==> config.mk <==
export PLATFORM = sky130hd
export DESIGN_NAME = pixel_packer
export DESIGN_NICKNAME = d
export VERILOG_FILES = /design/src/fb_pkg.sv /design/src/pixel_packer.sv
export SDC_FILE = /design/constraint.sdc
export NUM_CORES = 1
export LEC_CHECK = 0
export ABC_AREA = 1
export BUFFER_PORTS_ARGS = -buffer_cell sky130_fd_sc_hd__buf_2
export CAP_MARGIN = 15
export CORE_AREA = 8 8 79 81
export CTS_CLUSTER_DIAMETER = 200
export DETAILED_ROUTE_END_ITERATION = 12
export DIE_AREA = 0 0 87 89
export MAX_ROUTING_LAYER = met4
export PLACE_DENSITY = 0.5
export SLEW_MARGIN = 40
export SYNTH_ARGS = -nofsm -noshare
export SYNTH_HDL_FRONTEND = slang
export SYNTH_SLANG_ARGS = --single-unit
==> constraint.sdc <==
create_clock -name clk -period 1.44 [get_ports clk]
set_input_delay 0.288 -clock clk [delete_from_list [all_inputs] [get_ports clk]]
set_output_delay 0.288 -clock clk [all_outputs]
set_load 0.01 [all_outputs]
==> src/fb_pkg.sv <==
/*
 * fb_pkg
 * shared pixel, word, phase and counter types and the fixed memory
 * constants of the frame buffer
 */
`default_nettype none

package fb_pkg;

   ////////////////////////////////////////
   // types
   ////////////////////////////////////////

   // one greyscale pixel
   typedef logic [7:0] pixel_t;

   // one memory word, four pixels with the earliest in the low byte
   // top nibble is unused and always written as zero
   typedef logic [35:0] word_t;

   // column position inside a four column group
   typedef logic [1:0] phase_t;

   // display column and line count, wide enough for any total used here
   typedef logic [10:0] count_t;

   ////////////////////////////////////////
   // constants
   ////////////////////////////////////////

   localparam int PIX_PER_WORD = 4;
   localparam int PIX_W = $bits(pixel_t);

   // scanout issues its read at this phase
   localparam phase_t READ_PHASE = 2'd0;

   // cycles from read request to read data
   localparam int RAM_LATENCY = 2;

endpackage

`default_nettype wire

==> src/pixel_packer.sv <==
/*
 * pixel_packer
 * packs the incoming pixel stream four to a memory word and hands each
 * full word out with its linear frame address
 */
`default_nettype none

module pixel_packer #(
   parameter int H_ACTIVE = 64,
   parameter int V_ACTIVE = 48,
   parameter int ADDR_W   = 10
) (
   input  logic                clk,
   input  logic                rst_n,
   input  logic                pixel_valid,
   input  fb_pkg::pixel_t      pixel,
   input  logic                frame_start,
   output logic                word_valid,
   output fb_pkg::word_t       word,
   output logic [ADDR_W-1:0]   word_addr
);
   import fb_pkg::*;

   localparam int FRAME_WORDS = H_ACTIVE * V_ACTIVE / PIX_PER_WORD;
   localparam logic [ADDR_W-1:0] LAST_ADDR = ADDR_W'(FRAME_WORDS - 1);
   // bytes held back until the fourth pixel shows up
   localparam int HOLD_W = (PIX_PER_WORD - 1) * PIX_W;
   localparam int PAD_W = $bits(word_t) - PIX_PER_WORD * PIX_W;

   phase_t              phase;
   logic [HOLD_W-1:0]   hold;
   logic [ADDR_W-1:0]   addr;
   logic                last_pix;

   ////////////////////////////////////////
   // word output
   ////////////////////////////////////////

   // current pixel completes a word
   assign last_pix = (phase == phase_t'(PIX_PER_WORD - 1));

   // word leaves in the same cycle as its fourth pixel
   // frame_start takes priority and throws the partial word away
   assign word_valid = pixel_valid && last_pix && !frame_start;
   assign word       = {{PAD_W{1'b0}}, pixel, hold};
   assign word_addr  = addr;

   ////////////////////////////////////////
   // phase and address counters
   ////////////////////////////////////////

   always_ff @(posedge clk) begin
      if (!rst_n) begin
         phase <= '0;
         addr  <= '0;
      end else if (frame_start) begin
         // restart at word 0
         // a pixel in this cycle becomes byte 0 of that word
         phase <= pixel_valid ? phase_t'(1) : '0;
         addr  <= '0;
      end else if (pixel_valid) begin
         // phase wraps from 3 back to 0 by itself
         phase <= phase + 1'b1;
         if (last_pix) begin
            // wrap after the last word of the frame
            addr <= (addr == LAST_ADDR) ? '0 : addr + 1'b1;
         end
      end
   end

   // pixel hold register, newest byte enters at the top
   // after three pixels the earliest sits in the low byte
   always_ff @(posedge clk) begin
      if (pixel_valid) begin
         hold <= {pixel, hold[HOLD_W-1:PIX_W]};
      end
   end

endmodule

`default_nettype wire

After elaboration in Yosys (flattened, before gate mapping)
Index checks and enable logic that the tools add are counted.
Word-level totals
  flip-flop bits (word level): 36
  output and inout port bits: 47
  input port bits: 12
Operators by class
  reductions and logical operators: 6
  bitwise logic cells: 1
  equal/unequal tests: 2
  multiplexer cells: 4
  add/subtract/negate cells: 2
Operator list (count)
  10-bit by 1-bit adder with 10-bit output (second input constant): 1
  10-bit == test (second input constant): 1
  10-bit two-way mux: 1
  2-bit two-way mux: 2
  2-bit by 1-bit adder with 2-bit output (second input constant): 1
  2-bit == test (second input constant): 1
  1-bit logical AND: 2
  2-bit AND reduction: 1
  2-bit nonzero test: 1
  2-bit OR reduction: 1
  1-bit zero test: 1
  1-bit two-way mux: 1
  1-bit NOT: 1

Depth between registers and ports, before layout
  depth in word-level cells: 3
  depth in mapped cells: 7

Worst setup path after synthesis
OpenSTA, ideal clock, no wires.
  path type: register to register
  start: register addr[1], in the netlist word_addr[1]
  end: register addr[3], in the netlist word_addr[3]
  cell stages (with the launch flop): 7
  period minus slack after synthesis: 1.193 ns
  path slack: 0.247 ns
  library setup time: 0.115 ns
  arrival: 1.078 ns
  buffers on the path: 0
  path through: dfxtp_1 -> ha_1 -> inv_1 -> nor2_1 -> nand4_1 -> nand2_1 -> nor2_1
Between the ends
  cells in the longest elaborated chain, start to end: 2
  elaborated cells on any way between the ends: 3
  those cells by class: add/sub: 1; eq/ne: 1; mux: 1
Ends and longest elaborated chain
  start, declared: RTL line pixel_packer.sv:32  | logic [ADDR_W-1:0] addr;
  start signal, assigned: RTL line pixel_packer.sv:66  | addr <= (addr == LAST_ADDR) ? '0 : addr + 1'b1;
  10-bit by 1-bit adder with 10-bit output / 10-bit == test (equally long branches): RTL line pixel_packer.sv:66
  10-bit two-way mux *: RTL line pixel_packer.sv:66
Every way passes the cells marked *; elsewhere a longest branch is shown, timed or not.
A chain may end at the register's enable or synchronous reset.

Worst setup path in the final report
  start: register phase[0]
  end: output word_valid
Between the ends
  cells in the longest elaborated chain, start to end: 3
Ends and longest elaborated chain
  start, declared: RTL line pixel_packer.sv:30  | phase_t phase;
  start signal, assigned: RTL line pixel_packer.sv:59  | phase <= pixel_valid ? phase_t'(1) : '0;
  start signal, assigned: RTL line pixel_packer.sv:63  | phase <= phase + 1'b1;
  2-bit == test: RTL line pixel_packer.sv:40  | assign last_pix = (phase == phase_t'(PIX_PER_WORD - 1));
  1-bit logical AND (2 in a row): RTL line pixel_packer.sv:44  | assign word_valid = pixel_valid && last_pix && !frame_start;
  end, declared: RTL line pixel_packer.sv:18  | output logic word_valid,
No other way between the ends.

==> flow_summary.yaml <==
synthesis:
  synth_area_um2: 1450
  ys_seq_elements: 36
  synth_top_area_share_pct: 49.8
  yosysMostFrequentCell: "edfxtp_1"
  netlist_top_cells_count: "edfxtp_1 (24), nand2_1 (21), nor2_1 (14), inv_1 (13)"
  synth-edff-count: 24
  synthArstFlopShare_pct: 0
  synth_area_per_cell_um2: 11.2
  ys_seq_area_share_pct: 66.4
  synth_cells: 129
  synth_top_cells_by_area: "edfxtp_1 (50%), dfxtp_1 (17%), buf_4 (6.2%)"
  yosys.area.top_type: "edfxtp_1"
  ys_warn_count: 0
  synth_cell_types: 21
  ys.flop_type: "edfxtp_1"
timing:
  slew_violations: 0
  postLayoutSetupSlackWorst_ns: 0.0719
  fin_worst_skew_ns: 0.00954
  post-route-min-period_ns: 1.37
  setup_tns_ns: 0
  finalCritPeriodShare_pct: 95.0
  maxClockFrequency_ghz: 0.731
  hold_slack_ns: 0.183
  setup_viol: 0
  hold_viol_final: 0
  rsz0062_at_grt: "no"
worst_setup_path:
  start_kind: "register"
  cp.arrival_ns: 1.08
  criticalPathCategory: "register to output pin"
  required_ns: 1.15
  end_kind: "output pin"
  worstRegToRegCells: 6
  path_max_fanout: 7
global_routing:
  grt_pass1_wl_um: 5200
  grt_util_all_layers_pct: 9.14
  antenna_found_initial: 0
  grt_overflow: 0
  grt_max_degree: 29
  grt_pass1_vias: 1055
clock_tree:
  clk_path_buf_depth: 2
  cts_tree: "built"
  clkLatencyLatePin_ns: 0.29
  cts_max_level: 2
  cts_hold_buf: 0
  cts.sinks: 36
  numCtsBuffers: 5
  clockRootBuffer: "clkbuf_8"
  clkSlewWorstSetupHoldPaths_ns: 0.07
floorplan:
  core_area_um2: 4980
  rows: 26
  die_area_um2: 7740
  ios: 59
  die_y_um: 89
  die_x_um: 87
  floorplan.initialDensity_pct: 29.1
place:
  gp_congestion: 0.762
  numPortBuffers: 54
  hpwl_um: 2420
  place_ws_ns: 0.126
drt:
  wirelength_um: 3180
  routedWlPerCell_um: 12.5
  drtAntennaViolNets: 0
  num_vias: 1035
  drc: 0
  drtIter0Drc: 86
  first_pass_iters: 4
  via_per_inst: 4.06
hold_path:
  hold_depth: 1
  min_path_type: "input port to register"
run_status:
  outcome: "finished, final reports clean"
cells_and_area:
  multiInputGateArea_um2: 377
  area_growth_pct: 28.4
  nFillCells: 524
  drive_gt1_share_pct: 40.5
  seq_area_um2: 966
  finalNetCount: 198
  antenna_cells: 0
power_and_ir_drop:
  leakagePower_nw: 0.817
  peakVddDrop_mv: 0.437
  power_density_nw_per_um2: 1090
run:
  drv_cap: 0
==> flip-flops by register name (all words and copies together) (netlist names) <==
register   cells
phase          2
hold          24
word_addr     10
==> stage by stage <==
stage	power [mW]	std cells	area [um2]	util, %
finish	2.04	255	1860	37.4
floorplan	1.28	132	1460	-
global placement	1.36	246	1740	35.0
detailed placement	1.36	246	1740	35.0
global route	2.13	255	1860	37.4
CTS	2.07	255	1850	37.2
==> timing repair <==
| item | 4_1_cts | 5_1_grt |
|---|---|---|
| setup endpoints to repair | 1 | 2 |
| setup buffers | 1 | 0 |
| pin swaps | 1 | 2 |
| resized for setup | 4 | 3 |
==> layout make-up <==
class	instances	area share, %
timing repair buffer	57	15.7
clock inverter	3	1.01
inverter	13	2.62
tap	70	4.71
clock buffer	5	3.70
multi-input combinational	71	20.3
sequential	36	52.0
==> logic make-up (layout without fill, tap and decap cells) <==
| kind of cell | count (synthesis) | count (layout) | synth area share, % |
|---|---|---|---|
| buf+inv | 25 | 78 | 9.59 |
| fa+ha+maj | 2 | 2 | 1.73 |
| compound gates | 10 | 10 | 4.06 |
| xor+xnor | 1 | 1 | 0.605 |
| flops | 36 | 36 | 66.4 |
| other cells | 1 | 4 | 0.259 |
| simple gates | 54 | 54 | 17.4 |
==> routing by layer <==
layer	global-route usage, %	vias up	wire (um)	share of wire (%)
li1	-	524	-	-
met1	9.76	473	1400	44
met2	14.6	32	1550	49
met3	3.68	6	165	5.2
met4	4.23	0	59	1.9
met5	-	-	0	0
==> path summary, 6_finish.rpt <==
path | startpoint | slack [ns] | end
hold / removal | pixel[3] | 0.18 | hold[19]$_DFFE_PP_
setup reg to reg | word_addr[0]$_SDFFE_PP0P_ | 0.21 | word_addr[3]$_SDFFE_PP0P_
hold reg to reg | hold[18]$_DFFE_PP_ | 0.44 | hold[10]$_DFFE_PP_
setup / recovery | phase[0]$_SDFFE_PN0P_ | 0.07 | word_valid
==> critical path: stages, from the launching register on <==
cell and delay, ns:
dfxtp_4 0.36, ha_4 0.14, nand2_4 0.08, nor2_2 0.09, buf_2 0.13
==> placed cells by master (no fill, tap or decap), drive strengths merged, types with 2 or more instances in the layout <==
cell type | Yosys | layout
buf | 12 | 57
nand4 | 3 | 3
clkinv | 0 | 3
o21bai | 2 | 2
nand2 | 23 | 23
clkbuf | 0 | 5
conb | 1 | 4
inv | 13 | 13
edfxtp | 24 | 24
nand3 | 10 | 10
o21ai | 2 | 2
a21oi | 6 | 6
ha | 2 | 2
nor2 | 16 | 16
dfxtp | 12 | 12
==> where the power goes <==
group | internal [mW] | switching [mW] | leakage, nW
combinational | 0.0584 | 0.0919 | 0.436
clock | 0.337 | 0.366 | 0.0479
sequential | 1.16 | 0.0216 | 0.333
(Power assumes the default switching activity.)
