### config.mk
export PLATFORM = sky130hd
export DESIGN_NAME = scanout
export DESIGN_NICKNAME = d
export VERILOG_FILES = /design/src/fb_pkg.sv /design/src/scanout.sv
export SDC_FILE = /design/constraint.sdc
export NUM_CORES = 1
export LEC_CHECK = 0
export BUFFER_PORTS_ARGS = -buffer_cell sky130_fd_sc_hd__buf_2
export CORE_MARGIN = 2
export CORE_UTILIZATION = 52
export CTS_BUF_LIST = sky130_fd_sc_hd__clkbuf_16
export DETAILED_ROUTE_END_ITERATION = 12
export PLACE_DENSITY = 0.89
export SLEW_MARGIN = 30
export SYNTH_ARGS = -nofsm -noshare
export SYNTH_HDL_FRONTEND = slang
export SYNTH_SLANG_ARGS = --single-unit
### constraint.sdc
create_clock -name clk -period 4.2 [get_ports clk]
set_input_delay 0.42 -clock clk [delete_from_list [all_inputs] [get_ports clk]]
set_output_delay 0.42 -clock clk [all_outputs]
set_load 0.05 [all_outputs]
### src/fb_pkg.sv
/*
 * fb_pkg
 * shared pixel, word, phase and counter types and the fixed memory
 * constants of the frame buffer
 */
`default_nettype none

package fb_pkg;

   ////////////////////////////////////////
   // types
   ////////////////////////////////////////

   // one greyscale pixel
   typedef logic [7:0] pixel_t;

   // one memory word, four pixels with the earliest in the low byte
   // top nibble is unused and always written as zero
   typedef logic [35:0] word_t;

   // column position inside a four column group
   typedef logic [1:0] phase_t;

   // display column and line count, wide enough for any total used here
   typedef logic [10:0] count_t;

   ////////////////////////////////////////
   // constants
   ////////////////////////////////////////

   localparam int PIX_PER_WORD = 4;
   localparam int PIX_W = $bits(pixel_t);

   // scanout issues its read at this phase
   localparam phase_t READ_PHASE = 2'd0;

   // cycles from read request to read data
   localparam int RAM_LATENCY = 2;

endpackage

`default_nettype wire

### src/scanout.sv
/*
 * scanout
 * reads one frame word per four active columns, unpacks it a byte per
 * column and keeps syncs and blank aligned with the pixel
 */
`default_nettype none

module scanout #(
   parameter int H_ACTIVE = 64,
   parameter int ADDR_W   = 10
) (
   input  logic                clk,
   input  logic                rst_n,
   input  fb_pkg::count_t      hcount,
   input  fb_pkg::count_t      vcount,
   input  logic                hsync,
   input  logic                vsync,
   input  logic                blank,
   input  fb_pkg::word_t       read_data,
   output logic                read_en,
   output logic [ADDR_W-1:0]   read_addr,
   output fb_pkg::pixel_t      vid_pixel,
   output logic                vid_hsync,
   output logic                vid_vsync,
   output logic                vid_blank
);
   import fb_pkg::*;

   localparam int WORDS_PER_LINE = H_ACTIVE / PIX_PER_WORD;
   // request reg + memory + capture + pixel reg
   localparam int PIPE_LEN = RAM_LATENCY + 3;

   phase_t                 col_phase;
   logic                   issue;
   logic [ADDR_W-1:0]      group_addr;
   logic [RAM_LATENCY-1:0] rd_vld;
   logic                   load;
   word_t                  shift_word;
   logic [PIPE_LEN-1:0]    hs_pipe;
   logic [PIPE_LEN-1:0]    vs_pipe;
   logic [PIPE_LEN-1:0]    bl_pipe;

   ////////////////////////////////////////
   // read request
   ////////////////////////////////////////

   assign col_phase = hcount[1:0];

   // blank low means hcount and vcount are inside the active area
   assign issue = !blank && (col_phase == READ_PHASE);

   // word index of this column group
   assign group_addr = ADDR_W'(int'(vcount) * WORDS_PER_LINE + int'(hcount) / PIX_PER_WORD);

   always_ff @(posedge clk) begin
      if (!rst_n) begin
         read_en <= 1'b0;
      end else begin
         read_en <= issue;
      end
   end

   always_ff @(posedge clk) begin
      if (issue) begin
         read_addr <= group_addr;
      end
   end

   ////////////////////////////////////////
   // unpack
   ////////////////////////////////////////

   // marks the cycle the requested word is on read_data
   always_ff @(posedge clk) begin
      if (!rst_n) begin
         rd_vld <= '0;
      end else begin
         rd_vld <= {rd_vld[RAM_LATENCY-2:0], read_en};
      end
   end

   assign load = rd_vld[RAM_LATENCY-1];

   // earliest pixel first, one byte per column
   always_ff @(posedge clk) begin
      if (load) begin
         shift_word <= read_data;
      end else begin
         shift_word <= shift_word >> PIX_W;
      end
   end

   ////////////////////////////////////////
   // sync and blank alignment
   ////////////////////////////////////////

   always_ff @(posedge clk) begin
      if (!rst_n) begin
         hs_pipe <= '1;
         vs_pipe <= '1;
         bl_pipe <= '1;
      end else begin
         hs_pipe <= {hs_pipe[PIPE_LEN-2:0], hsync};
         vs_pipe <= {vs_pipe[PIPE_LEN-2:0], vsync};
         bl_pipe <= {bl_pipe[PIPE_LEN-2:0], blank};
      end
   end

   // pixel register sits in the last stage, blank columns give zero
   always_ff @(posedge clk) begin
      vid_pixel <= bl_pipe[PIPE_LEN-2] ? '0 : shift_word[PIX_W-1:0];
   end

   assign vid_hsync = hs_pipe[PIPE_LEN-1];
   assign vid_vsync = vs_pipe[PIPE_LEN-1];
   assign vid_blank = bl_pipe[PIPE_LEN-1];

endmodule

`default_nettype wire

Yosys cells after proc, flatten, opt, wreduce, memory -nomap -nowiden
Index checks and enable logic that the tools add are counted.
{"block": "word_totals", "reg_bits": 72, "out_inout_bits": 22, "elab_cells": 14}
{"block": "op_classes", "add_sub_neg": 1, "muxes": 1, "reduce_logical": 3}
{"cell": "2-to-1 mux 28 bit", "count": 1}
{"cell": "adder 10 x 9 -> 10 bit", "count": 1}
{"cell": "zero test 2 bit", "count": 1}
{"cell": "logical AND 1 bit", "count": 1}
{"cell": "zero test 1 bit", "count": 1}

Longest topological paths before layout
Gate-level depths: netlist of run 1.
{"block": "depth", "depth_word": 2, "depth_mapped": 5}

Worst setup path before layout of run 1
No wires, ideal clock.
{"block": "synth_timing", "path_kind": "input to register", "startpoint": "in hcount[6]", "endpoint": "reg read_addr[8], data pin", "setup_slack_ps": 2513, "stages": 5, "setup_ps": 258, "t_required_ps": 3942, "arrival_ps": 1429, "cell_sequence": "ha_1 -> fa_1 -> a21o_1 -> a21oi_1 -> xnor2_1"}
{"block": "synth_via", "elab_chain_len": 1}
{"element": "start, declared", "line": "scanout.sv:14", "rtl": "input fb_pkg::count_t hcount,"}
{"element": "adder 10 x 9 -> 10 bit", "line": "scanout.sv:53", "rtl": "assign group_addr = ADDR_W'(int'(vcount) * WORDS_PER_LINE + int'(hcount) / PIX_PER_WORD);"}
{"element": "net group_addr[8]", "line": "scanout.sv:35", "rtl": "logic [ADDR_W-1:0] group_addr;"}
{"element": "end signal, assigned", "line": "scanout.sv:65", "rtl": "read_addr <= group_addr;"}
{"element": "end, declared", "line": "scanout.sv:21", "rtl": "output logic [ADDR_W-1:0] read_addr,"}
The timed path passes the listed nets, and every way through them passes these cells.
A chain may end at the register's enable or synchronous reset.

Worst setup path in the final report of run 1
Ends and elaborated chain as after synthesis.

==> metrics.cfg, run 1 <==
[sta]
min_period_over_period_pct=37.3
slew-limit-headroom_pct=38.2
hold_viol_final=0
maxClockFrequency_mhz=639
post-route-min-period_ps=1570
drv_slew=0
timing.clock.skew_ps=7.66
setup_tns_ps=0
worst_pin_slew_ps=927
timing.final.ws_setup_ps=2630
grt_setup_unrepaired=no
final-setup-viol-count=0

[global_route]
grt_pass1_vias=1564
grt_antenna_before_repair=0
grt_max_degree=37
grt_overflow=0
wire_length_of_the_first_global_routing_pass_um=6540
gr-usage-all-layers_pct=17.2

[detailed_routing]
number_of_detailed_route_iterations_in_the_first_pass=4
via_count=1447
drt_iter0_drcs=54
drt-wirelength-per-cell_um=13.1
ant_nets=0
viasPerCell=4.74
drt_wl_total_um=3990
detail_route.drc_violations=0

[yosys]
yosys-top-cells-area=sky130_fd_sc_hd__dfxtp_1 (51%), sky130_fd_sc_hd__mux2_4 (14%), sky130_fd_sc_hd__edfxtp_1 (12%)
yosysTopAreaCell=sky130_fd_sc_hd__dfxtp_1
synth_edf_count=10
synth_cell_type_count=26
synthesis.nets=232
ys_async_sr_fraction_pct=0
synth_area_per_cell_um2=14.9
synth_top_area_share_pct=51.2
postSynthRegisterBits=72
netlist_instances=163
synth_warnings=0
synth_ff_type=sky130_fd_sc_hd__dfxtp_1
synth.most_common_cell=sky130_fd_sc_hd__dfxtp_1
post_synth_most_frequent_cells=sky130_fd_sc_hd__dfxtp_1 (62), sky130_fd_sc_hd__mux2_4 (22), sky130_fd_sc_hd__nand2b_1 (15)
synth_area_um2=2420
synth.yosys.seq_area_share_pct=63.6

[floorplan]
floorplan.die_area_um2=5220
core_region_area_um2=4410
ios=85
initial_core_utilization_pct=54.9
die_w_um=72.3
core.rowCount=24
die_height_um=72.3

[worst_setup_path]
cp_max_fo=3
worstSetupStartpointType=input pin
worst_ep_arrival_time_ps=1630
crit_type=input pin to register
worst-endpoint-required_ps=4270
cp-end-kind=register

[pwr]
p_int_mw=1.15
vdd.ir_drop.worst_mv=0.384
net_switching_component_of_the_power_mw=0.313
pwr-share-clk_pct=43.9
pwr-share-seq_pct=49.4
power.leakage_nw=1.38
power_frac_comb_pct=6.7
power_density_nw_per_um2=476
share_of_total_power_consumed_by_net_switching_pct=21.4

[clocking]
clock_tree_from_tritoncts=yes
cts_inserted_buffers=9
cts.repair_timing.setup_buffer_count=0
cts.htree.levels=3
worstSkewPairLatency_ps=320
clkSlewWorstSetupHoldPaths_ps=60
post_cts.resized_instances=0
cts_max_path_buffers=2
cts_root_buffer=sky130_fd_sc_hd__clkbuf_16
cts.sinks=72
hold_buf_count_cts=0

[placement]
routabilityCongestion=0.715
pre_cts_ws_ps=2310
port-buffer-count=79
detailedPlacementHpwl_um=2830

[layout]
number_of_inserted_filler_cells_in_the_final_layout=320
final_net_count=318
diodes=0
area_growth_syn_to_layout_pct=27.0
layout-drive-gt1-share_pct=48.2

[job]
timing.max_cap.violations=0

[worst_hold_path]
min-delay-path-class=input pin to register

[run_status]
status=complete, no violations

[layout by cell type, fill, tap and decap left out, types with 5 or more instances in the layout]
cell type,instances
sky130_fd_sc_hd__buf_2,79
sky130_fd_sc_hd__dfxtp_1,61
sky130_fd_sc_hd__mux2_4,22
sky130_fd_sc_hd__nand2b_1,15
sky130_fd_sc_hd__and2_1,11
sky130_fd_sc_hd__edfxtp_1,10
sky130_fd_sc_hd__clkbuf_16,9
sky130_fd_sc_hd__nor2b_1,8
sky130_fd_sc_hd__mux2_2,6
sky130_fd_sc_hd__ha_1,5
[final cells by class]
cell class / count / area [um2] / share of cell area [%]
timing repair buffer: 80 / 403 / 13.1
multi-input combinational: 85 / 810 / 26.3
clock buffer: 9 / 225 / 7.32
clock inverter: 6 / 27.5 / 0.895
inverter: 1 / 3.75 / 0.122
tap: 52 / 65.1 / 2.11
sequential: 72 / 1540 / 50.1
[power groups by stage]
stage	Clock, mW	Combinational (mW)	Sequential, mW
finish	0.642	0.0987	0.722
detailed placement	0	0.0980	0.737
global route	0.691	0.106	0.723
floorplan	0	0.0365	0.756
global placement	0	0.0928	0.736
CTS	0.657	0.0992	0.722
[worst max-delay path: stages]
cell,delay (ps)
sky130_fd_sc_hd__buf_2,100
sky130_fd_sc_hd__ha_1,230
sky130_fd_sc_hd__fa_1,420
sky130_fd_sc_hd__a21o_1,200
sky130_fd_sc_hd__a21oi_1,180
sky130_fd_sc_hd__xnor2_1,80
[registers in the layout (all words and copies together) (netlist names)]
signal / cells
shift_word: 36
read_addr: 10
vid_pixel: 8
bl_pipe: 5
hs_pipe: 5
vs_pipe: 5
rd_vld: 2
read_en: 1
[kinds of logic after synthesis]
family	after synthesis	synth area share, %
AO/OA/AOI/OAI	8	2.01
XOR/XNOR	3	1.08
adder cells (fa/ha/maj)	6	3.41
flip-flops	72	63.6
buffers and inverters	6	2.94
multiplexers	28	16.4
AND/OR/NAND/NOR	40	10.5
[routing by layer]
layer | vias to the layer above | global-route usage [%] | wire [um]
met2 | 61 | 28.4 | 2080
met4 | 0 | 9.43 | 97
met5 | - | 0 | 0
li1 | 721 | - | -
met3 | 12 | 8.61 | 311
met1 | 653 | 17.6 | 1500
[per-stage QoR]
| stage | util [%] | cell area [um2] | total power [mW] | instances | hold slack (ps) |
|---|---|---|---|---|---|
| after floorplan | - | 2420 | 0.793 | 163 | 386 |
| after global placement | 64.0 | 2820 | 0.829 | 290 | 390 |
| after detailed placement | 64.0 | 2820 | 0.835 | 290 | 391 |
| after CTS | 69.7 | 3080 | 1.48 | 305 | 260 |
| after global routing | 69.7 | 3080 | 1.52 | 305 | 262 |
| final | 69.7 | 3080 | 1.46 | 305 | 270 |
[worst paths after layout]
check	startpoint	to	slack, ps	depth (start not counted)
max	hcount[6]	read_addr[8]	2630	6
min	hcount[5]	read_addr[3]	270	1
max reg2reg	rd_vld[1]	shift_word[1]	2730	1
min reg2reg	hs_pipe[3]	hs_pipe[4]	400	1
Power figures use the tool's default switching activity.
==> run 2: changes to the inputs <==
Settings changed: ABC_AREA set to 1, CORE_UTILIZATION 52 to 44, PLACE_DENSITY 0.89 to 0.81.
Clock period 4.2 ns to 1.4 ns, I/O delays scaled along.
==> metrics.cfg, run 2 <==
[yosys]
synth_edf_count=10
yosys-top-cells-area=sky130_fd_sc_hd__dfxtp_1 (51%), sky130_fd_sc_hd__mux2_4 (14%), sky130_fd_sc_hd__edfxtp_1 (12%)
synth_area_per_cell_um2=13.0
yosysTopAreaCell=sky130_fd_sc_hd__dfxtp_1
postSynthRegisterBits=72
synth_ff_type=sky130_fd_sc_hd__dfxtp_1
synth_top_area_share_pct=50.9
synth_area_um2=2440
post_synth_most_frequent_cells=sky130_fd_sc_hd__dfxtp_1 (62), sky130_fd_sc_hd__inv_1 (23), sky130_fd_sc_hd__mux2_4 (22)
synth.most_common_cell=sky130_fd_sc_hd__dfxtp_1
ys_async_sr_fraction_pct=0
synthesis.nets=257
synth.yosys.seq_area_share_pct=63.2
synth_cell_type_count=19
netlist_instances=188
synth_warnings=0

[pwr]
net_switching_component_of_the_power_mw=0.956
power.leakage_nw=1.58
share_of_total_power_consumed_by_net_switching_pct=19.5
p_int_mw=3.96
pwr-share-clk_pct=49.6
vdd.ir_drop.worst_mv=0.663
power_frac_comb_pct=6.4
power_density_nw_per_um2=1470
pwr-share-seq_pct=44.1

[worst_setup_path]
critical_path.reg2reg.endpoint=shift_word[23]
r2r-start=rd_vld[1]
crit_path_start=hcount[0]
worstSetupStartpointType=input pin
cp-end-kind=register
cpPeakStageDelay_ps=530
path_buf_inv=3
cp_max_fo=10
critical-path-slowest-cell=sky130_fd_sc_hd__dlygate4sd3_1
timing.reg2reg.setup_slack_ps=260
worst_ep_arrival_time_ps=1190
timing.critical_path.max_delay_family=buffers and inverters
path_cells=dlygate4sd3_1 > buf_2 > nor3_1 > buf_4
worst-endpoint-required_ps=1420
crit_type=input pin to register
reg2regPathDepth=2

[detailed_routing]
drt-wirelength-per-cell_um=10.3
ant_nets=0
number_of_detailed_route_iterations_in_the_first_pass=4
via_count=1538
detail_route.drc_violations=0
drt_wl_total_um=3750
drt_iter0_drcs=42
viasPerCell=4.23

[job]
timing.max_cap.violations=0

[global_route]
grt_overflow=0
grt_antenna_before_repair=0
grt_max_degree=17
gr-usage-all-layers_pct=13.4
wire_length_of_the_first_global_routing_pass_um=6240
grt_pass1_vias=1498

[sta]
maxClockFrequency_mhz=856
final-setup-viol-count=0
worst_pin_slew_ps=290
grt_setup_unrepaired=no
timing.clock.skew_ps=3.64
min_period_over_period_pct=83.5
timing.final.ws_setup_ps=231
post-route-min-period_ps=1170
slew-limit-headroom_pct=80.7
drv_slew=0
hold_viol_final=0

[floorplan]
initial_core_utilization_pct=44.8
core.rowCount=27
ios=85
core_region_area_um2=5440
floorplan.die_area_um2=6150
die_w_um=78.4
die_height_um=78.4

[placement]
routabilityCongestion=0.651
detailedPlacementHpwl_um=2730
port-buffer-count=79
pre_cts_ws_ps=-20.4

[clocking]
cts.sinks=72
cts_root_buffer=sky130_fd_sc_hd__clkbuf_16
cts_max_path_buffers=2
cts_inserted_buffers=9
hold_buf_count_cts=10
cts.htree.levels=3
worstSkewPairLatency_ps=320
clkSlewWorstSetupHoldPaths_ps=50
cts.repair_timing.setup_buffer_count=0
post_cts.resized_instances=0
clock_tree_from_tritoncts=yes

[layout]
diodes=0
biggestRegsByFlops=shift_word x36, read_addr x10, vid_pixel x8
final_net_count=356
area_growth_syn_to_layout_pct=37.4
layout-drive-gt1-share_pct=47.9
postLayoutCoreUtil_pct=61.6
largest_register=shift_word
layout_common_cells=sky130_fd_sc_hd__buf_2 (79), sky130_fd_sc_hd__dfxtp_1 (61), sky130_fd_sc_hd__inv_1 (23)
largest_reg_flops=36
layout_commonest_cell=sky130_fd_sc_hd__buf_2

[worst_hold_path]
min_delay_worst_endpoint=shift_word[31]
min-delay-path-class=input pin to register
holdCritStartpoint=read_data[31]
hold_path_depth=3

[run_status]
status=complete, no violations

==> run 2: final cells by class <==
type	count	area, um2
multi-input combinational	87	741
fill	453	2090
inverter	23	86.3
sequential	72	1540
tap	72	90.1
clock inverter	6	78.8
timing repair buffer	94	561
clock buffer	10	250
==> run 2: how the worst max path moves through the flow <==
stage,endpoint,slack (ps),cells after the start
finish,read_addr[9],230,4
global route,read_addr[9],200,4
CTS,shift_word[23],240,2
detailed placement,read_addr[8],-20,6
global placement,read_addr[8],10,6
floorplan,read_addr[0],90,1
==> run 2: kinds of logic (layout without fill, tap and decap cells) <==
logic type / Yosys count / after routing / share of synthesized area [%]
XOR/XNOR: 3 / 3 / 1.08
multiplexers: 28 / 28 / 16.3
AND/OR/NAND/NOR: 48 / 48 / 9.18
AO/OA/AOI/OAI: 2 / 2 / 0.410
buffers and inverters: 29 / 133 / 6.41
flip-flops: 72 / 72 / 63.2
adder cells (fa/ha/maj): 6 / 6 / 3.39
==> run 2: routing by layer <==
layer / vias up / wire length (um) / global-route usage [%]
met5: - / 0 / 0
met4: 0 / 126 / 10.2
met3: 11 / 258 / 5.06
met2: 55 / 1910 / 22.9
met1: 683 / 1460 / 13.0
li1: 789 / - / -
==> run 2: worst reg2reg max path, delay by kind of cell (launching register included) <==
kind / cells / cell delay [ps]
buffers and inverters: 1 / 210
DFF: 1 / 500
muxes: 1 / 310
==> run 2: power by group through the flow <==
stage                     clock network (mW)  logic, mW  registers, mW
after floorplan                            0      0.106           2.27
after global placement                     0      0.278           2.21
after detailed placement                   0      0.292           2.21
after CTS                               2.51      0.314           2.16
after global routing                    2.61      0.343           2.17
final                                   2.44      0.312           2.16
==> run 2: stage by stage <==
stage          total power, mW  cell area, um2  setup TNS (ps)  hold slack, ps  cells
2_1_floorplan             2.38            2440               0             217    188
3_3_place_gp              2.48            2910               0             317    337
3_5_place_dp              2.50            2910           -20.4             319    337
4_1_cts                   4.98            3340               0          0.0839    363
5_1_grt                   5.12            3350               0            4.96    364
6_report                  4.91            3350               0            5.24    364
