==> src/fb_pkg.sv <==
/*
 * fb_pkg
 * shared pixel, word, phase and counter types and the fixed memory
 * constants of the frame buffer
 */
`default_nettype none

package fb_pkg;

   ////////////////////////////////////////
   // types
   ////////////////////////////////////////

   // one greyscale pixel
   typedef logic [7:0] pixel_t;

   // one memory word, four pixels with the earliest in the low byte
   // top nibble is unused and always written as zero
   typedef logic [35:0] word_t;

   // column position inside a four column group
   typedef logic [1:0] phase_t;

   // display column and line count, wide enough for any total used here
   typedef logic [10:0] count_t;

   ////////////////////////////////////////
   // constants
   ////////////////////////////////////////

   localparam int PIX_PER_WORD = 4;
   localparam int PIX_W = $bits(pixel_t);

   // scanout issues its read at this phase
   localparam phase_t READ_PHASE = 2'd0;

   // cycles from read request to read data
   localparam int RAM_LATENCY = 2;

endpackage

`default_nettype wire

==> src/video_timing.sv <==
/*
 * video_timing
 * column and line counters with blank and active low sync windows
 * all outputs registered one cycle after the counters
 */
`default_nettype none

module video_timing #(
   parameter int H_ACTIVE = 64,
   parameter int H_TOTAL  = 80,
   parameter int V_ACTIVE = 48,
   parameter int V_TOTAL  = 56
) (
   input  logic            clk,
   input  logic            rst_n,
   output fb_pkg::count_t  hcount,
   output fb_pkg::count_t  vcount,
   output logic            hsync,
   output logic            vsync,
   output logic            blank
);
   import fb_pkg::*;

   // syncs sit in the middle half of each blanking interval
   localparam int H_SYNC_START = H_ACTIVE + (H_TOTAL - H_ACTIVE) / 4;
   localparam int H_SYNC_END   = H_SYNC_START + (H_TOTAL - H_ACTIVE) / 2;
   localparam int V_SYNC_START = V_ACTIVE + (V_TOTAL - V_ACTIVE) / 4;
   localparam int V_SYNC_END   = V_SYNC_START + (V_TOTAL - V_ACTIVE) / 2;

   count_t  h_cnt;
   count_t  v_cnt;
   logic    h_last;
   logic    v_last;
   logic    active;
   logic    hsync_win;
   logic    vsync_win;

   ////////////////////////////////////////
   // counters
   ////////////////////////////////////////

   assign h_last = (h_cnt == count_t'(H_TOTAL - 1));
   assign v_last = (v_cnt == count_t'(V_TOTAL - 1));

   // 0 is the first active column and line
   always_ff @(posedge clk) begin
      if (!rst_n) begin
         h_cnt <= '0;
         v_cnt <= '0;
      end else if (h_last) begin
         h_cnt <= '0;
         v_cnt <= v_last ? '0 : v_cnt + 1'b1;
      end else begin
         h_cnt <= h_cnt + 1'b1;
      end
   end

   ////////////////////////////////////////
   // window decode
   ////////////////////////////////////////

   assign active = (h_cnt < count_t'(H_ACTIVE)) && (v_cnt < count_t'(V_ACTIVE));

   assign hsync_win = (h_cnt >= count_t'(H_SYNC_START)) && (h_cnt < count_t'(H_SYNC_END));
   assign vsync_win = (v_cnt >= count_t'(V_SYNC_START)) && (v_cnt < count_t'(V_SYNC_END));

   // output registers, syncs active low
   always_ff @(posedge clk) begin
      if (!rst_n) begin
         hcount <= '0;
         vcount <= '0;
         hsync  <= 1'b1;
         vsync  <= 1'b1;
         blank  <= 1'b1;
      end else begin
         hcount <= h_cnt;
         vcount <= v_cnt;
         hsync  <= !hsync_win;
         vsync  <= !vsync_win;
         blank  <= !active;
      end
   end

endmodule

`default_nettype wire
==> config.mk <==
export PLATFORM = sky130hd
export DESIGN_NAME = video_timing
export DESIGN_NICKNAME = d
export VERILOG_FILES = /design/src/fb_pkg.sv /design/src/video_timing.sv
export SDC_FILE = /design/constraint.sdc
export NUM_CORES = 1
export LEC_CHECK = 0
export ABC_AREA = 1
export ABC_CLOCK_PERIOD_IN_PS = 1750
export BUFFER_PORTS_ARGS = -buffer_cell sky130_fd_sc_hd__clkbuf_2
export CORE_MARGIN = 1
export CORE_UTILIZATION = 56
export DETAILED_ROUTE_END_ITERATION = 8
export GPL_TIMING_DRIVEN = 0
export PLACE_DENSITY = 0.87
export SLEW_MARGIN = 40
export SYNTH_ARGS = -nofsm -noshare
export SYNTH_HDL_FRONTEND = slang
export SYNTH_SLANG_ARGS = --single-unit
==> constraint.sdc <==
create_clock -name clk -period 1.75 [get_ports clk]
set_input_delay 0.2625 -clock clk [delete_from_list [all_inputs] [get_ports clk]]
set_output_delay 0.2625 -clock clk [all_outputs]
set_load 0.005 [all_outputs]
# Word level (Yosys, flattened, before mapping)
# Cells that the tools add are included.
# word_totals
regBits	47
latchBits	0
mem_bits_rw	0
rom_bits	0
inputBits	2
elab_cells	26
memories	0
# classes
n_addsub	2
mul	0
n_div	0
n_lt_le_gt_ge	6
n_eq_ne	2
shift	0
mux	1
bitwise_logic	1
reduce_logical	7
# op_table
operator	count
11-bit by 1-bit adder with 11-bit output, second input constant	2
11-bit by 6-bit < comparator with 1-bit output, second input constant	2
11-bit by 7-bit < comparator with 1-bit output, second input constant	2
11-bit by 6-bit == test with 1-bit output, second input constant	1
11-bit by 7-bit == test with 1-bit output, second input constant	1
11-bit by 6-bit >= comparator with 1-bit output, second input constant	1
11-bit by 7-bit >= comparator with 1-bit output, second input constant	1
11-bit 2-to-1 mux	1
1-bit logical AND	3
1-bit logical NOT	3
2-bit OR reduction	1
1-bit NOT	1

# Longest topological paths before layout
# Gate-level depths: netlist of run 1.
# logic_depth
ltp_word	3
ltp_mapped	9
mapped_depth_nobuf	9

# Least setup slack after synthesis of run 1
# Ideal clock, no wire load.
# synth_timing
path_type	reg-to-reg
start	reg h_cnt[0]
end	reg h_cnt[10]
setup_time_ns	0.122
arrival_ns	1.210
required_ns	1.628
slack_ns	0.419
stages_incl_launch_ff	8
path_buffers	1
cell_sequence	dfxtp_1 > ha_1 > nand3_2 > nor2_4 > nand2_4 > nand2_4 > buf_6 > a21oi_1
# synth_between
elab_chain_len	2
# synth_rtl
item	line	text
start, declared	video_timing.sv:30	count_t h_cnt;
start signal, assigned	video_timing.sv:54	h_cnt <= h_cnt + 1'b1;
parallel branches: the longest is 2 deep, another holds 11-bit by 1-bit adder with 11-bit output	--	
# Parallel ways; which one is timed is not known.
# A chain may end at the register's enable or synchronous reset.

# Worst setup path after layout of run 1
# layout_timing
start	reg h_cnt[0]
end	reg v_cnt[4]
# layout_between
elab_chain_len	1
# layout_rtl
item	line	text
11-bit by 7-bit == test with 1-bit output	video_timing.sv:42	assign h_last = (h_cnt == count_t'(H_TOTAL - 1));
end signal, assigned	video_timing.sv:52	v_cnt <= v_last ? '0 : v_cnt + 1'b1;
end, declared	video_timing.sv:31	count_t v_cnt;
# No other way between the ends.

==> results.ini, run 1 <==
[global_route]
grt_max_degree = 13
grt_pass1_vias = 1344
grtUsageTotal = 0.2109
antenna_found_initial = 0
grt_first_pass_wirelength_mm = 5.630
grt_overflow = 0

[synth]
synth_area_um2 = 1947
yosys_warnings = 0
synthMuxAreaShare = 0
syn-num-nets = 273
syn-mean-instance-area_um2 = 7.237
synth-xor-area-share = 0.008997
synth_cell_types = 27
netlist_instances = 269
postSynth.asyncResetShare = 0
synth_seq_cells = 47
yosysSeqAreaShare = 0.4833
synth_compound_area_frac = 0.04306
synth_top_flop_cell = dfxtp_1
synth_simple_gate_area_frac = 0.3220
synth_edf_count = 0
synthAdderAreaFrac = 0.01285
synth_top_family_by_area = simple AND/OR/NAND/NOR gates

[timing]
final_hold_viol_count = 0
period_needed_ns = 1.539
setup_viol = 0
maxSlewHeadroom = 0.6686
tightest_slew_ns = 0.4971
final_max_slew_viol_count = 0
finalCritPeriodShare = 0.8793
fin_skew_ns = 0.008253
setup_ws_ns = 0.2111
fin_setup_tns_ns = 0
worst_hold_slack_ns = 0.2356
max_freq_mhz = 649.8
rsz0062_at_grt = no

[status]
status = finished, final reports clean

[clock_network]
hold_buffers = 0
cts.clk_slew.worst_paths_ns = 0.11
cts-root-buf = clkbuf_4
clkSinkCount = 47
clock_latency_ns = 0.35
postCtsSetupBuffers = 0
htreeDepth = 2
cts_buffers = 5
cts_tree = yes
clockBufferDepth = 2
post_cts_resized = 0

[critical_path]
cp.arrival_ns = 1.80
path_cells = ha_1 > nand3_2 > nor2_4 > nand2_4 > nand2_4 > nand2_4 > inv_2 > nor2_1
cpMaxStageDelayCell = dfxtp_1
max_stage_delay_ns = 0.41
crit_buf_inv = 1
crit_family = simple AND/OR/NAND/NOR gates
startpoint_type = flip-flop
regToRegSetupSlack_ns = 0.21
crit_fanout = 6
critPathMostFrequentCell = nand2_4
crit_type = flip-flop to flip-flop
endpoint_kind = flip-flop
required_ns = 2.01

[final_layout]
final_core_util = 0.6520
final_common_cell = nand2_1
syn2layout_area_growth_pct = 11.76
drive_gt1_frac = 0.1561
finalInstanceArea_um2 = 2176
num_antenna_cells = 0
final_cell_mix = nand2_1, inv_1, dfxtp_1
nets = 306
fillerInstances = 283
instances_no_fill = 347

[place]
gp_congestion = 0.8520
dp_hpwl_mm = 2.480
dpl_cell_area_um2 = 2135
dp.cells = 341
post-place-ws_ns = 0.2317
numPortBuffers = 26

[route]
wire_per_inst_um = 9.744
finalWirelength_mm = 3.381
viasPerCell = 4.720
drt_pass1_iterations = 4
drtIter0Drc = 95
drc = 0
antenna_left = 0
num_vias = 1638

[pwr]
p_clk_frac = 0.280
power_mw = 1.584
combPwrFrac = 0.033
max-vdd-ir-drop_uv = 385.4
powerDensity_nw_per_um2 = 727.8
seqPwrFrac = 0.687
p_leak_nw = 1.139
power.share.switching = 0.2162
switchingPower_uw = 342.4
p_int_mw = 1.241

[worst_hold_path]
hp-class = input port to flip-flop

[floorplan]
start_util = 0.5834
die_h_um = 60.96
design.die.area_um2 = 3716
rows = 21
pin_count = 27
core-area_um2 = 3337
die_w_um = 60.96

[flow_run]
drv_cap = 0

## registers in the layout (all words and copies together), names as in the netlist
| signal | cells |
|---|---|
| blank | 1 |
| hsync | 1 |
| h_cnt | 11 |
| hcount | 11 |
| vcount | 11 |
| v_cnt | 11 |
| vsync | 1 |
## layout make-up
type                    count  area [µm²]  area share
inverters                  53       198.9     0.09143
clock buffers               6       41.29     0.01898
multi-input cells         161       753.2      0.3462
repair buffers             26       130.1     0.05980
plain buffers               8       53.80     0.02473
well taps                  46       57.56     0.02645
flip-flops and latches     47       940.9      0.4324
## power groups by stage
stage | combinational (mW) | clock, mW | sequential [mW]
floorplan | 0.0345 | 0 | 1.11
global placement | 0.0503 | 0 | 1.11
detailed placement | 0.0516 | 0 | 1.11
CTS | 0.0518 | 0.457 | 1.09
global route | 0.0585 | 0.505 | 1.09
finish | 0.0518 | 0.444 | 1.09
## cell families (layout without fill, tap and decap cells)
family,after synthesis,after routing
compound gates,16,16
flops,47,47
buf+inv,61,93
xor+xnor,2,2
simple gates,141,141
fa+ha+maj,2,2
## tightest hold or removal path, delay by kind of cell
| family | cells | cell delay, ns |
|---|---|---|
| and+or+nand+nor | 2 | 0.16 |
| buffers and inverters | 1 | 0.12 |
## path summary, 6_finish.rpt
kind                                   end       from  depth (start not counted)
worst min-delay path              h_cnt[3]      rst_n                          3
worst max register to register    v_cnt[4]   h_cnt[0]                          8
worst max-delay path              v_cnt[4]   h_cnt[0]                          8
worst min register to register  vcount[10]  v_cnt[10]                          2
## Yosys cell counts (2+ instances only)
master | number | share of area
nand2_1 | 75 | 0.14
inv_1 | 52 | 0.10
dfxtp_1 | 47 | 0.48
nor2_1 | 35 | 0.067
nand4_1 | 10 | 0.032
a21oi_1 | 9 | 0.023
nand3_1 | 8 | 0.021
buf_2 | 4 | 0.010
nand2_4 | 3 | 0.017
o21ai_0 | 3 | 0.0077
o21ai_1 | 3 | 0.0077
buf_6 | 2 | 0.012
ha_1 | 2 | 0.013
nand3_2 | 2 | 0.010
nor3_1 | 2 | 0.0051
## metal layers
metal / track usage / vias to the layer above / part of all wire
met5: 0 / - / 0
met4: 0.08766 / 0 / 0.016
met3: 0.07249 / 5 / 0.046
met2: 0.3250 / 35 / 0.44
met1: 0.2700 / 727 / 0.49
li1: - / 871 / -
Note: power is estimated with default switching activity, not from simulation.
==> inputs of run 2 (changes only) <==
--- a/config.mk
+++ b/config.mk
@@ -6,13 +6,14 @@
 export NUM_CORES = 1
 export LEC_CHECK = 0
 export ABC_AREA = 1
-export ABC_CLOCK_PERIOD_IN_PS = 1750
-export BUFFER_PORTS_ARGS = -buffer_cell sky130_fd_sc_hd__clkbuf_2
+export ABC_CLOCK_PERIOD_IN_PS = 1400
 export CORE_MARGIN = 1
-export CORE_UTILIZATION = 56
+export CORE_UTILIZATION = 55
 export DETAILED_ROUTE_END_ITERATION = 8
+export DONT_BUFFER_PORTS = 1
 export GPL_TIMING_DRIVEN = 0
-export PLACE_DENSITY = 0.87
+export PLACE_DENSITY = 0.82
+export RECOVER_POWER = 100
 export SLEW_MARGIN = 40
 export SYNTH_ARGS = -nofsm -noshare
 export SYNTH_HDL_FRONTEND = slang
==> constraint.sdc (replaced) <==
create_clock -name clk -period 1.4 [get_ports clk]
set_input_delay 0.21 -clock clk [delete_from_list [all_inputs] [get_ports clk]]
set_output_delay 0.21 -clock clk [all_outputs]
set_load 0.005 [all_outputs]
==> run 2 against run 1 <==
Against the previous run:
- clock skew increased by 0.0014 ns
- routed wire length rose by 5.0%
- cell area fell by 1.6%
- global-route usage is 0.28 points lower
- worst hold slack lost 0.23 ns
- fmax is 16% higher
- via count is 3.5% lower
- sequential power is 25% higher
- largest power group unchanged
==> results.ini, run 2 (synthesis gave the netlist of run 1 again) <==
[global_route]
antenna_found_initial = 0  ; unchanged
grt_pass1_vias = 1365  ; +1.6%
grt_overflow = 0  ; unchanged
grtUsageTotal = 0.2081  ; -0.002815
grt_max_degree = 14  ; +1
grt_first_pass_wirelength_mm = 5.706  ; +1.3%

[timing]
fin_setup_tns_ns = 0  ; unchanged
tightest_slew_ns = 0.4818  ; -0.01532 ns
fin_skew_ns = 0.009691  ; +0.001438 ns
rsz0062_at_grt = yes
final_hold_viol_count = 0  ; unchanged
final_max_slew_viol_count = 0  ; unchanged
maxSlewHeadroom = 0.6788  ; +0.01022
period_needed_ns = 1.325  ; -0.2141 ns
setup_viol = 0  ; unchanged
max_freq_mhz = 754.8  ; +16%
finalCritPeriodShare = 0.9463  ; +0.06693

[final_layout]
final_cell_mix = nand2_1, inv_1, dfxtp_1
finalInstanceArea_um2 = 2141  ; -1.6%
syn2layout_area_growth_pct = 9.961
num_antenna_cells = 0  ; unchanged
drive_gt1_frac = 0.1348  ; -0.02139
nets = 285  ; -6.9%
final_common_cell = nand2_1
fillerInstances = 305  ; +7.8%

[place]
dp_hpwl_mm = 2.429  ; -2.1%
gp_congestion = 0.8081  ; -5.2%
dpl_cell_area_um2 = 2004  ; -6.1%
numPortBuffers = 0  ; -100%

[floorplan]
core-area_um2 = 3363  ; +0.79%
die_w_um = 61.50  ; +0.88%
pin_count = 27  ; unchanged
design.die.area_um2 = 3782  ; +1.8%
start_util = 0.5789  ; -0.004558
rows = 21  ; unchanged
die_h_um = 61.50  ; +0.88%

[route]
drtIter0Drc = 87  ; -8.4%
wire_per_inst_um = 10.82  ; +11%
num_vias = 1581  ; -3.5%
viasPerCell = 4.820  ; +2.1%
drt_pass1_iterations = 4  ; unchanged
antenna_left = 0  ; unchanged
drc = 0  ; unchanged
finalWirelength_mm = 3.549  ; +5.0%

[critical_path]
r2r-end = h_cnt[10]
r2r_start = h_cnt[0]
rr_worst_depth = 7  ; -1
startpoint_type = flip-flop
regToRegSetupSlack_ns = 0.08  ; -0.14 ns
cp.arrival_ns = 1.59  ; -0.21 ns
crit_fanout = 10  ; +4
crit_type = flip-flop to flip-flop
required_ns = 1.66  ; -0.35 ns
endpoint_kind = flip-flop

[status]
status = finished, final reports clean

[clock_network]
cts.clk_slew.worst_paths_ns = 0.13  ; +0.02 ns
cts_tree = yes
clkSinkCount = 47  ; unchanged
cts-root-buf = clkbuf_4
clock_latency_ns = 0.36  ; about the same
hold_buffers = 0  ; unchanged
cts_buffers = 5  ; unchanged
clockBufferDepth = 2  ; unchanged
htreeDepth = 2  ; unchanged

[worst_hold_path]
hold_end = h_cnt[3]
min_path_cells = 2  ; -1
hp-start = rst_n
hp-class = input port to flip-flop

[pwr]
powerDensity_nw_per_um2 = 948.7  ; +30%
p_leak_nw = 1.060  ; -6.9%
max-vdd-ir-drop_uv = 504.8  ; +31%

[flow_run]
drv_cap = 0  ; unchanged

[run 2: worst max path at each step]
| stage | from | endpoint | slack, ns |
|---|---|---|---|
| floorplan | h_cnt[0] | h_cnt[10] | 0.07 |
| global placement | h_cnt[0] | v_cnt[5] | -0.1 |
| detailed placement | h_cnt[0] | h_cnt[2] | -0.14 |
| CTS | v_cnt[0] | v_cnt[10] | 0.006 |
| global route | v_cnt[1] | v_cnt[9] | -0.04 |
| finish | h_cnt[0] | h_cnt[10] | 0.08 |
[run 2: worst max-delay path, stage by stage (launching register included)]
cell	delay, ns
dfxtp_4	0.40
ha_4	0.16
nand3_4	0.10
nor2_4	0.18
nand2_4	0.08
nand2_4	0.10
buf_6	0.15
a21oi_1	0.04
[run 2: through the flow]
step | worst slack, ns | power [mW] | hold WS, ns | std cells | utilization
final | 0.07521 | 2.031 | 0.007952 | 328 | 0.6365
after global routing | -0.04334 | 2.119 | -0.0008879 | 328 | 0.6365
after CTS | 0.005519 | 2.036 | 0.01237 | 325 | 0.6179
after detailed placement | -0.1406 | 1.448 | 0.4045 | 315 | 0.5960
after global placement | -0.09523 | 1.445 | 0.3969 | 315 | 0.5960
after floorplan | 0.06876 | 1.433 | 0.3799 | 269 | -
[run 2: routing by layer]
metal	up-vias	track usage	wire, µm
met5	-	0	0
met4	0	0.09206	55
met3	6	0.07773	194
met2	40	0.3103	1616
met1	698	0.2684	1682
li1	837	-	-
[run 2: area by class of cell]
type | instances | area [µm²] | share of cell area
sequential | 47 | 952.2 | 0.4448
multi-input combinational | 161 | 787.0 | 0.3676
inverter | 53 | 198.9 | 0.09293
buffer | 8 | 57.56 | 0.02688
tap | 46 | 57.56 | 0.02688
clock buffer | 7 | 45.04 | 0.02104
timing repair buffer | 5 | 37.54 | 0.01753
clock inverter | 1 | 5.005 | 0.002338
[run 2: report_power, final]
group          internal, mW  switching [mW]  leakage, nW  total (mW)
combinational        0.0223          0.0374        0.648      0.0597
sequential             1.35          0.0144        0.382        1.36
clock                 0.196           0.412       0.0293       0.608
total                  1.57           0.463         1.06        2.03
[run 2: what timing repair did]
item	in CTS	in global routing
hold endpoints to repair	0	0
setup buffers	2	3
pin swaps	1	3
resized for setup	6	12
setup endpoints to repair	22	21
==> inputs of run 3 (changes only) <==
--- a/config.mk
+++ b/config.mk
@@ -7,12 +7,12 @@
 export LEC_CHECK = 0
 export ABC_AREA = 1
 export ABC_CLOCK_PERIOD_IN_PS = 1400
+export BUFFER_PORTS_ARGS = -buffer_cell sky130_fd_sc_hd__clkbuf_2
 export CORE_MARGIN = 1
-export CORE_UTILIZATION = 55
+export CORE_UTILIZATION = 50
 export DETAILED_ROUTE_END_ITERATION = 8
-export DONT_BUFFER_PORTS = 1
 export GPL_TIMING_DRIVEN = 0
-export PLACE_DENSITY = 0.82
+export PLACE_DENSITY = 0.83
 export RECOVER_POWER = 100
 export SLEW_MARGIN = 40
 export SYNTH_ARGS = -nofsm -noshare
==> run 3 against run 2 <==
Against the previous run:
- die area grew 9.7%
- first-iteration DRC count rose by 8.0%
- clock-buffer cell count decreased by 1
- sequential power about the same
- flip-flop and latch count stayed put
- power rose by 17%
- combinational power rose by 24%
- worst hold slack improved by 0.24 ns
- non-clock buffer count grew 25
- critical path type unchanged
==> results.ini, run 3 (synthesis gave the netlist of run 1 again) <==
[status]
status = finished, final reports clean

[final_layout]
fillerInstances = 317  ; +3.9%
multi_input_area_um2 = 809.5  ; +2.9%
seqCellArea_um2 = 954.7  ; +0.26%
syn2layout_area_growth_pct = 20.18
drive_gt1_frac = 0.2124  ; +0.07767
finalInstanceArea_um2 = 2340  ; +9.3%
final_core_util = 0.6343  ; -0.002205
num_antenna_cells = 0  ; unchanged
final_common_cell = nand2_1
nets = 310  ; +8.8%
final_cell_mix = nand2_1, inv_1, dfxtp_1

[global_route]
grtUsageTotal = 0.2004  ; -0.007756
grt_max_degree = 14  ; unchanged
grt_overflow = 0  ; unchanged
antenna_found_initial = 0  ; unchanged
grt_pass1_vias = 1528  ; +12%
grt_first_pass_wirelength_mm = 6.389  ; +12%

[pwr]
max-vdd-ir-drop_uv = 496.4  ; -1.7%
switchingPower_uw = 478.1  ; +3.2%
seqPwrFrac = 0.572  ; -0.099
combPwrFrac = 0.031  ; +0.002
power.share.switching = 0.2013  ; -0.02686
p_leak_nw = 1.185  ; +12%
p_clk_frac = 0.397  ; +0.098
powerDensity_nw_per_um2 = 1015  ; +7.0%
p_int_mw = 1.897  ; +21%

[critical_path]
cpMaxStageDelayCell = dfxtp_4
crit_fanout = 5  ; -5
max_stage_delay_ns = 0.38  ; -0.02 ns
crit_type = flip-flop to flip-flop
path_cells = ha_4 > nand4_1 > nor2_4 > buf_2 > nand2_1 > nand2_1 > a21oi_1
required_ns = 1.59  ; -0.07 ns
cp.arrival_ns = 1.52  ; -0.07 ns
endpoint_kind = flip-flop
critPathMostFrequentCell = nand2_1
startpoint_type = flip-flop

[clock_network]
clockBufferDepth = 2  ; unchanged
cts_tree = yes
cts-root-buf = clkbuf_8
hold_buffers = 0  ; unchanged
htreeDepth = 2  ; unchanged
cts_buffers = 5  ; unchanged
clkSinkCount = 47  ; unchanged
cts.clk_slew.worst_paths_ns = 0.08  ; -0.05 ns
clock_latency_ns = 0.30  ; -0.06 ns

[route]
drt_pass1_iterations = 4  ; unchanged
viasPerCell = 4.822  ; about the same
drc = 0  ; unchanged
num_vias = 1707  ; +8.0%
finalWirelength_mm = 3.771  ; +6.3%
drtIter0Drc = 94  ; +8.0%
antenna_left = 0  ; unchanged
wire_per_inst_um = 10.65  ; -1.5%

[timing]
finalCritPeriodShare = 0.9505  ; +0.004243
setup_viol = 0  ; unchanged
rsz0062_at_grt = yes
final_max_slew_viol_count = 0  ; unchanged
tightest_slew_ns = 0.5119  ; +0.03008 ns
fin_skew_ns = 0.005686  ; -0.004005 ns
max_freq_mhz = 751.5  ; -0.45%
final_hold_viol_count = 0  ; unchanged
maxSlewHeadroom = 0.6588  ; -0.02005
period_needed_ns = 1.331  ; +0.005940 ns

[floorplan]
core-area_um2 = 3689  ; +9.7%
rows = 22  ; +4.8%
die_h_um = 64.40  ; +4.7%
pin_count = 27  ; unchanged
start_util = 0.5278  ; -0.05105
die_w_um = 64.40  ; +4.7%
design.die.area_um2 = 4147  ; +9.7%

[place]
numPortBuffers = 26  ; +26
gp_congestion = 0.8486  ; +5.0%
dp_hpwl_mm = 2.535  ; +4.3%
dpl_cell_area_um2 = 2137  ; +6.6%

[worst_hold_path]
hp-class = input port to flip-flop

[flow_run]
drv_cap = 0  ; unchanged

-- run 3: per-stage QoR --
step / power [mW] / std cells / hold slack, ns / setup WS, ns / TNS [ns]
final: 2.375 / 354 / 0.2452 / 0.06927 / 0
after global routing: 2.461 / 354 / 0.2502 / -0.04652 / -0.2035
after CTS: 2.394 / 351 / 0.2307 / 0.01447 / 0
after detailed placement: 1.456 / 343 / 0.4485 / -0.1266 / -1.829
after global placement: 1.453 / 343 / 0.4369 / -0.1007 / -1.523
after floorplan: 1.433 / 269 / 0.3799 / 0.06876 / 0
-- run 3: power by group through the flow --
stage               logic [mW]  clock network [mW]  registers (mW)
floorplan               0.0432                   0            1.39
global placement        0.0630                   0            1.39
detailed placement      0.0652                   0            1.39
CTS                     0.0664               0.968            1.36
global route            0.0819                1.02            1.36
finish                  0.0741               0.943            1.36
-- run 3: per-layer routing --
layer	vias to the layer above	share of wire	track usage
li1	884	-	-
met1	754	0.45	0.2436
met2	57	0.46	0.3211
met3	12	0.068	0.06071
met4	0	0.022	0.09444
met5	-	0	0
-- run 3: path summary, 6_finish.rpt --
path	from	endpoint	slack (ns)	depth (start not counted)
worst max register to register	h_cnt[0]	v_cnt[0]	0.07	7
worst min register to register	h_cnt[0]	h_cnt[0]	0.46	1
worst max-delay path	h_cnt[0]	v_cnt[0]	0.07	7
worst min-delay path	rst_n	h_cnt[3]	0.25	3
-- run 3: area by class of cell --
cell class                 count  share of cell area
multi-input combinational    161              0.3460
tap                           48             0.02567
inverter                      53             0.08503
timing repair buffer          30             0.06631
clock buffer                   6             0.03102
sequential                    47              0.4080
clock inverter                 1             0.01283
buffer                         8             0.02513
-- run 3: repair_timing --
action,in CTS,in global routing
gates cloned,0,1
pin swaps,1,2
hold endpoints to repair,0,0
setup buffers,1,2
endpoints found under the setup margin,21,20
gates resized for setup,7,19
-- run 3: worst max-delay path: cells and delay by family (launching register included) --
kind / cells / cell delay, ns
flip-flops: 1 / 0.38
AND/OR/NAND/NOR: 4 / 0.47
buffers and inverters: 1 / 0.18
AO/OA/AOI/OAI: 1 / 0.04
adder cells (fa/ha/maj): 1 / 0.15
